File: src/hdl/csr_index_pkg.sv
// --------------------
// Shared types for the CSR index generator
// Indices, strides and addresses are all INDEX_W bits wide
// Address arithmetic wraps silently at INDEX_W bits
// --------------------

package csr_index_pkg;

    localparam int INDEX_W = 32;
    localparam int SHIFT_W = 5;

    // Host range configuration
    typedef struct packed {
        logic [INDEX_W-1:0] array_pointer;
        logic [INDEX_W-1:0] index_start;
        logic [INDEX_W-1:0] index_end;
        logic [INDEX_W-1:0] stride;
        logic               count_down;
        logic               shift_left;
        logic [SHIFT_W-1:0] shift_amount;
    } range_config_t;

    // Walking job for the sequencer, stride never zero
    typedef struct packed {
        logic [INDEX_W-1:0] first;
        logic [INDEX_W-1:0] limit;
        logic [INDEX_W-1:0] stride;
        logic               count_down;
    } seq_job_t;

    // Address mapping held by the queue
    typedef struct packed {
        logic [INDEX_W-1:0] base;
        logic               shift_left;
        logic [SHIFT_W-1:0] shift_amount;
    } addr_map_t;

    typedef struct packed {
        logic [INDEX_W-1:0] index;
        logic               last;
    } seq_item_t;

    typedef struct packed {
        logic [INDEX_W-1:0] address;
        logic [INDEX_W-1:0] index;
        logic               last;
    } mem_request_t;

endpackage

File: src/hdl/range_decode.sv
// --------------------
// Four-phase configuration intake
// cfg must stay stable while cfg_req is high
// A request is held off until seq_idle is high
// --------------------

module range_decode import csr_index_pkg::*; (
    input  logic          ap_clk,
    input  logic          areset_generator,
    input  range_config_t cfg,
    input  logic          cfg_req,
    output logic          cfg_ack,
    input  logic          seq_idle,
    output seq_job_t      job,
    output logic          job_start,
    output addr_map_t     addr_map
);

    logic accept;

    // New config only with a fresh request and an idle generator
    assign accept = cfg_req & ~cfg_ack & seq_idle;

    // --------------------
    // Handshake
    // --------------------
    always_ff @(posedge ap_clk) begin
        if (areset_generator) begin
            cfg_ack   <= 1'b0;
            job_start <= 1'b0;
        end else begin
            job_start <= accept;
            if (accept) begin
                cfg_ack <= 1'b1;
            end else if (cfg_ack && !cfg_req) begin
                // Host has released the request
                cfg_ack <= 1'b0;
            end
        end
    end

    // --------------------
    // Config split
    // --------------------
    always_ff @(posedge ap_clk) begin
        if (accept) begin
            job.first      <= cfg.index_start;
            job.limit      <= cfg.index_end;
            job.count_down <= cfg.count_down;
            // Zero stride would never finish
            if (cfg.stride == '0) begin
                job.stride <= INDEX_W'(1);
            end else begin
                job.stride <= cfg.stride;
            end
            addr_map.base         <= cfg.array_pointer;
            addr_map.shift_left   <= cfg.shift_left;
            addr_map.shift_amount <= cfg.shift_amount;
        end
    end

endmodule : range_decode

File: src/hdl/index_sequencer.sv
// --------------------
// Walks the job range one stride per cycle
// job must stay stable until the sequencer is idle again
// Stops emitting while prog_full is high
// --------------------

module index_sequencer import csr_index_pkg::*; (
    input  logic      ap_clk,
    input  logic      areset_generator,
    input  seq_job_t  job,
    input  logic      job_start,
    input  logic      prog_full,
    output logic      seq_idle,
    output seq_item_t item,
    output logic      item_valid
);

    typedef enum logic [1:0] {
        SEQ_IDLE,
        SEQ_BUSY,
        SEQ_PAUSE,
        SEQ_FINISH
    } seq_state_t;

    seq_state_t         state;
    logic [INDEX_W-1:0] count;

    // Index still inside the range in the job's direction
    function automatic logic inside_range(input logic [INDEX_W-1:0] value,
                                          input seq_job_t           j);
        if (j.count_down) begin
            return value > j.limit;
        end
        return value < j.limit;
    endfunction

    // One stride ahead, with wrap flagged in the top bit
    function automatic logic [INDEX_W:0] step(input logic [INDEX_W-1:0] value,
                                              input seq_job_t           j);
        if (j.count_down) begin
            return {1'b0, value} - {1'b0, j.stride};
        end
        return {1'b0, value} + {1'b0, j.stride};
    endfunction

    // True when value is the final index of the range
    function automatic logic is_last(input logic [INDEX_W-1:0] value,
                                     input seq_job_t           j);
        logic [INDEX_W:0] nxt;
        nxt = step(value, j);
        return nxt[INDEX_W] | ~inside_range(nxt[INDEX_W-1:0], j);
    endfunction

    assign seq_idle = (state == SEQ_IDLE);

    // --------------------
    // FSM and stride counter
    // --------------------
    always_ff @(posedge ap_clk) begin
        if (areset_generator) begin
            state      <= SEQ_IDLE;
            item_valid <= 1'b0;
        end else begin
            item_valid <= 1'b0;
            case (state)
                SEQ_IDLE: begin
                    if (job_start) begin
                        if (!inside_range(job.first, job)) begin
                            state <= SEQ_FINISH;
                        end else begin
                            // First index goes out right away
                            item_valid <= 1'b1;
                            state      <= is_last(job.first, job) ? SEQ_FINISH : SEQ_BUSY;
                        end
                    end
                end
                SEQ_BUSY: begin
                    if (prog_full) begin
                        state <= SEQ_PAUSE;
                    end else begin
                        item_valid <= 1'b1;
                        if (is_last(count, job)) begin
                            state <= SEQ_FINISH;
                        end
                    end
                end
                SEQ_PAUSE: begin
                    if (!prog_full) begin
                        state <= SEQ_BUSY;
                    end
                end
                default: begin
                    state <= SEQ_IDLE;
                end
            endcase
        end
    end

    // Item payload and count carry no reset
    always_ff @(posedge ap_clk) begin
        if (state == SEQ_IDLE && job_start) begin
            item.index <= job.first;
            item.last  <= is_last(job.first, job);
            count      <= INDEX_W'(step(job.first, job));
        end else if (state == SEQ_BUSY && !prog_full) begin
            item.index <= count;
            item.last  <= is_last(count, job);
            count      <= INDEX_W'(step(count, job));
        end
    end

endmodule : index_sequencer

File: src/hdl/request_queue.sv
// --------------------
// Address stage plus first-word-fall-through FIFO
// FIFO_DEPTH - PROG_THRESH must be at least 4 to absorb items in flight
// empty covers the address stage as well as the FIFO
// --------------------

module request_queue import csr_index_pkg::*; #(
    parameter int FIFO_DEPTH  = 16,
    parameter int PROG_THRESH = 8
) (
    input  logic         ap_clk,
    input  logic         areset_generator,
    input  addr_map_t    addr_map,
    input  seq_item_t    item,
    input  logic         item_valid,
    output logic         prog_full,
    output logic         empty,
    output mem_request_t request,
    output logic         request_valid,
    input  logic         request_rd_en
);

    localparam int PTR_W = (FIFO_DEPTH > 1) ? $clog2(FIFO_DEPTH) : 1;
    localparam int CNT_W = $clog2(FIFO_DEPTH + 1);

    logic [INDEX_W-1:0] offset;
    mem_request_t       stage;
    logic               stage_valid;

    mem_request_t       mem [FIFO_DEPTH];
    logic [PTR_W-1:0]   wr_ptr;
    logic [PTR_W-1:0]   rd_ptr;
    logic [CNT_W-1:0]   occupancy;
    logic               push;
    logic               pop;

    // --------------------
    // Address stage
    // --------------------
    always_comb begin
        if (addr_map.shift_left) begin
            offset = item.index << addr_map.shift_amount;
        end else begin
            offset = item.index >> addr_map.shift_amount;
        end
    end

    always_ff @(posedge ap_clk) begin
        if (areset_generator) begin
            stage_valid <= 1'b0;
        end else begin
            stage_valid <= item_valid;
        end
    end

    always_ff @(posedge ap_clk) begin
        if (item_valid) begin
            stage.address <= addr_map.base + offset;
            stage.index   <= item.index;
            stage.last    <= item.last;
        end
    end

    // --------------------
    // FIFO
    // --------------------
    assign push = stage_valid;
    assign pop  = request_valid & request_rd_en;

    always_ff @(posedge ap_clk) begin
        if (push) begin
            mem[wr_ptr] <= stage;
        end
    end

    always_ff @(posedge ap_clk) begin
        if (areset_generator) begin
            wr_ptr    <= '0;
            rd_ptr    <= '0;
            occupancy <= '0;
        end else begin
            if (push) begin
                wr_ptr <= (wr_ptr == PTR_W'(FIFO_DEPTH - 1)) ? '0 : wr_ptr + 1'b1;
            end
            if (pop) begin
                rd_ptr <= (rd_ptr == PTR_W'(FIFO_DEPTH - 1)) ? '0 : rd_ptr + 1'b1;
            end
            case ({push, pop})
                2'b10:   occupancy <= occupancy + 1'b1;
                2'b01:   occupancy <= occupancy - 1'b1;
                default: occupancy <= occupancy;
            endcase
        end
    end

    // Head entry shows without a read
    assign request       = mem[rd_ptr];
    assign request_valid = (occupancy != '0);

    assign prog_full = (occupancy >= CNT_W'(PROG_THRESH));
    assign empty     = ~request_valid & ~stage_valid;

endmodule : request_queue

File: src/hdl/csr_index_gen_top.sv
// --------------------
// CSR edge index generator, direct mode only
// One job at a time, the next config waits for done_out
// --------------------

module csr_index_gen_top import csr_index_pkg::*; #(
    parameter int FIFO_DEPTH  = 16,
    parameter int PROG_THRESH = 8
) (
    input  logic          ap_clk,
    input  logic          areset_generator,
    input  range_config_t cfg,
    input  logic          cfg_req,
    output logic          cfg_ack,
    output mem_request_t  request,
    output logic          request_valid,
    input  logic          request_rd_en,
    output logic          done_out
);

    seq_job_t  job;
    addr_map_t addr_map;
    seq_item_t item;
    logic      job_start;
    logic      seq_idle;
    logic      gen_idle;
    logic      item_valid;
    logic      prog_full;
    logic      queue_empty;
    logic      job_open;

    // Idle only once the whole job has drained
    assign gen_idle = seq_idle & ~job_open;

    range_decode decode_i (
        .ap_clk          (ap_clk),
        .areset_generator(areset_generator),
        .cfg             (cfg),
        .cfg_req         (cfg_req),
        .cfg_ack         (cfg_ack),
        .seq_idle        (gen_idle),
        .job             (job),
        .job_start       (job_start),
        .addr_map        (addr_map)
    );

    index_sequencer sequencer_i (
        .ap_clk          (ap_clk),
        .areset_generator(areset_generator),
        .job             (job),
        .job_start       (job_start),
        .prog_full       (prog_full),
        .seq_idle        (seq_idle),
        .item            (item),
        .item_valid      (item_valid)
    );

    request_queue #(
        .FIFO_DEPTH (FIFO_DEPTH),
        .PROG_THRESH(PROG_THRESH)
    ) queue_i (
        .ap_clk          (ap_clk),
        .areset_generator(areset_generator),
        .addr_map        (addr_map),
        .item            (item),
        .item_valid      (item_valid),
        .prog_full       (prog_full),
        .empty           (queue_empty),
        .request         (request),
        .request_valid   (request_valid),
        .request_rd_en   (request_rd_en)
    );

    // --------------------
    // Done tracking
    // --------------------
    always_ff @(posedge ap_clk) begin
        if (areset_generator) begin
            job_open <= 1'b0;
            done_out <= 1'b0;
        end else if (job_start) begin
            // Pulses with the rise of cfg_ack
            job_open <= 1'b1;
            done_out <= 1'b0;
        end else if (job_open && seq_idle && queue_empty) begin
            // Last request popped, or nothing to emit
            job_open <= 1'b0;
            done_out <= 1'b1;
        end
    end

endmodule : csr_index_gen_top

File: config.mk
export PLATFORM = sky130hd
export DESIGN_NAME = csr_index_gen_top
export DESIGN_NICKNAME = d
export VERILOG_FILES = /design/src/hdl/csr_index_pkg.sv /design/src/hdl/range_decode.sv /design/src/hdl/index_sequencer.sv /design/src/hdl/request_queue.sv /design/src/hdl/csr_index_gen_top.sv
export SDC_FILE = /design/constraint.sdc
export NUM_CORES = 2
export LEC_CHECK = 0
export CORE_AREA = 2 2 325 327
export DETAILED_ROUTE_END_ITERATION = 16
export DIE_AREA = 0 0 327 329
export DONT_BUFFER_PORTS = 1
export GPL_TIMING_DRIVEN = 0
export PLACE_DENSITY = 0.81
export SETUP_SLACK_MARGIN = 0.3
export SLEW_MARGIN = 20
export SYNTH_ARGS = -nofsm -noshare
export SYNTH_HDL_FRONTEND = slang
export SYNTH_SLANG_ARGS = --single-unit
File: constraint.sdc
create_clock -name ap_clk -period 6.2 [get_ports ap_clk]
set_input_delay 0 -clock ap_clk [delete_from_list [all_inputs] [get_ports ap_clk]]
set_output_delay 0 -clock ap_clk [all_outputs]
set_load 0.02 [all_outputs]
==> metrics.txt <==
die width=327 µm; violated checks=negative setup slack; CP Max Fanout=8; highest metal used=met5; Critical Path AT=6.97 ns; Mapped Avg Cell Area=16.9 µm²; DP Cell Count=4973; Netlist cell types=96; cell row count=119; area growth from synthesis to layout=18.7%; Post-Layout Cell Count=5559; hold_ws=0.0255 ns; # nets final=4387; #FFs+latches synth=1330; H-tree depth=4; Post-synth EDFFs=1305; RSZ-0062 raised after global routing=yes; f_max=0.157 GHz; routed wire length per instance=34.3 µm; maxcap violations=0; DP Wirelength=109000 µm; Yosys top cell by area=edfxtp_1; Final Cycle Share=103%; min Tclk post-route=6.37 ns; via count=38500; Ys Warns=0; largest net degree at the start of global routing=54; detailed router's first-iteration violation count=6125; buffer depth of the longest clock path=3; die area=108000 µm²; Pins Over Slew Limit=0; num ports=207; setup violators final=2; power per standard cell area=472 nW/µm²; Yosys top cell area share=65.2%; Worst EP required=6.80 ns; WL met3=20100 µm; Leak=24.1 nW; Min-Delay Path Class=in2reg; worst clock skew=0.0625 ns; Slew @ Worst Pin=1.19 ns; final hold violation count=0; grt ovf=0; hold_sp=cfg[8]; Initial Util=57.6%; antenna violations before repair=5; crit path launch type=flop; Peak VDD IR=0.000406 V; total CTS buffers=132; sequential fraction of the synthesis area=66.0%; Final TNS setup=-0.313 ns; drt pass-1 iters=9; CTS tree=done; later-pin clock latency in the skew report=0.77 ns; global-route wire length before repair=271000 µm; Setup crit start=decode_i.job[10]$_SDFFCE_PN0P_; total track usage=35.1%; total wire length after detailed routing=190000 µm; Core Footprint=104000 µm²; critical path class=reg2reg; commonest register cell after synthesis=edfxtp_1; layout cells sized above 1=21.9%; final setup margin=-0.172 ns; port bufs=0; Clock Sinks=1330; number of global-route vias before repair=39100; DRC viols=0; Final ANT Viol Nets=0; Area contributors post-synth=edfxtp_1 (65%), mux4_2 (13%), ha_1 (3.7%); Worst R2R Start=decode_i.job[10]$_SDFFCE_PN0P_; Rel. slew slack=20.4%; Via-to-Cell Ratio=6.93; metal2 WL=93200 µm; Design Power=33.7 mW; synthesized cell area=60100 µm²; Met1 Wirelength=65100 µm; Die Ht=329 µm; Mapped Cells=3551; CP Capture Type=flop; GP Congestion=0.953; clock slew at reported path FFs=0.06 ns; Async S/R FF share, synth=0%; crit-path max cell delay=0.50 ns; Clock Tree Root=clkbuf_16; status=finished with violations; syn nets=3873; CP max stage cell=edfxtp_1
[cell usage after synthesis, types with 16 or more instances]
cell and instances:
xnor2_1 88, mux4_2 339, edfxtp_1 1305, nand3_1 24, a31oi_1 21, nor4_1 18, nand2b_1 34, o21ai_0 118
buf_1 45, mux2_2 26, clkbuf_1 134, nor3_1 31, nor2b_1 25, mux2i_1 144, nand4_1 37, inv_1 89
a21o_1 56, nor2_1 128, ha_1 179, a21oi_1 131, nand2_1 213, xor2_1 38, a211oi_1 16, dfxtp_1 25
o21a_1 32, and2_1 29, o22ai_1 21
[worst paths after layout]
kind                            slack, ns                       endpoint  cells after the start
worst max-delay path                -0.17  sequencer_i.item[0]$_DFFE_PP_                     29
worst min-delay path                 0.03  decode_i.job[2]$_SDFFCE_PN0P_                      2
worst max register to register      -0.17  sequencer_i.item[0]$_DFFE_PP_                     29
worst min register to register       0.49     queue_i.stage[0]$_DFFE_PP_                      0
[critical path, delay by kind of cell (launching register included)]
family,cells,cell delay [ns]
compound gates,12,2.24
xor+xnor,2,0.42
fa+ha+maj,2,0.66
buf+inv,4,0.79
flops,1,0.50
mux,1,0.31
simple gates,8,1.27
[power by group]
group	switching [mW]	internal, mW	total (mW)
clock network	3.66	4.26	7.93
registers	1.17	11.4	12.6
logic	7.68	5.55	13.2
total	12.5	21.2	33.7
[sequential cells by signal (all words and copies together), names as in the netlist, named ones only]
name / cells
decode_i.addr_map: 38
decode_i.cfg_ack: 1
decode_i.job: 97
decode_i.job_start: 1
done_out: 1
job_open: 1
queue_i.mem: 1040
queue_i.occupancy: 5
queue_i.push: 1
queue_i.rd_ptr: 4
queue_i.stage: 65
queue_i.wr_ptr: 4
sequencer_i.count: 32
sequencer_i.item: 33
sequencer_i.item_valid: 1
sequencer_i.state: 2
[cell type report]
class | instances | area (µm²)
Clock buffer | 157 | 3430
Tap cell | 1391 | 1740
Sequential cell | 1330 | 39700
Fill cell | 6210 | 33000
Clock inverter | 79 | 723
Antenna cell | 1 | 2.50
Buffer | 184 | 925
Inverter | 91 | 350
Timing Repair Buffer | 380 | 4100
Multi-Input combinational cell | 1946 | 20400
[layer usage]
metal / global-route usage [%] / vias to the layer above
met3: 7.88 / 715
met4: 18.5 / 6
li1: - / 15300
met2: 57.8 / 3307
met1: 44.1 / 19200
met5: 0 / -
[stage by stage]
stage	util, %	setup WS, ns	area, µm²
finish	68.4	-0.172	71400
global placement	59.3	-1.63	61900
global route	68.4	-0.378	71400
CTS	67.9	0.143	70900
floorplan	-	0.343	60100
detailed placement	60.1	-1.73	62700
[kinds of logic after synthesis]
| logic type | Yosys count | synth area share [%] |
|---|---|---|
| flip-flops | 1330 | 66.0 |
| AND/OR/NAND/NOR | 589 | 4.73 |
| AO/OA/AOI/OAI | 513 | 5.58 |
| multiplexers | 509 | 15.6 |
| buffers and inverters | 275 | 1.76 |
| adder cells (fa/ha/maj) | 198 | 4.12 |
| XOR/XNOR | 137 | 2.21 |
[cell usage in the layout (no fill, tap or decap), types with 26 or more instances in the layout]
| cell type | count |
|---|---|
| nand2_1 | 212 |
| clkbuf_16 | 135 |
| xor2_1 | 37 |
| clkinv_2 | 27 |
| inv_1 | 86 |
| nor2_1 | 123 |
| dlygate4sd3_1 | 269 |
| o21a_1 | 31 |
| xnor2_1 | 72 |
| clkbuf_1 | 132 |
| a21o_1 | 56 |
| clkbuf_2 | 27 |
| a21oi_1 | 104 |
| edfxtp_1 | 1305 |
| nand4_1 | 37 |
| buf_4 | 82 |
| o21ai_0 | 90 |
| nand2b_1 | 34 |
| mux4_2 | 339 |
| ha_1 | 166 |
| mux2i_1 | 134 |
| a21oi_2 | 26 |
[timing repair]
item	4_1_cts	5_1_grt
cloned	0	0
pin swaps	79	35
buffers inserted	60	18
gates resized for setup	187	93
hold endpoints to repair	264	0
setup endpoints to repair	29	13
hold buffers	269	0
No activity file was read; power rests on OpenSTA's default activity.
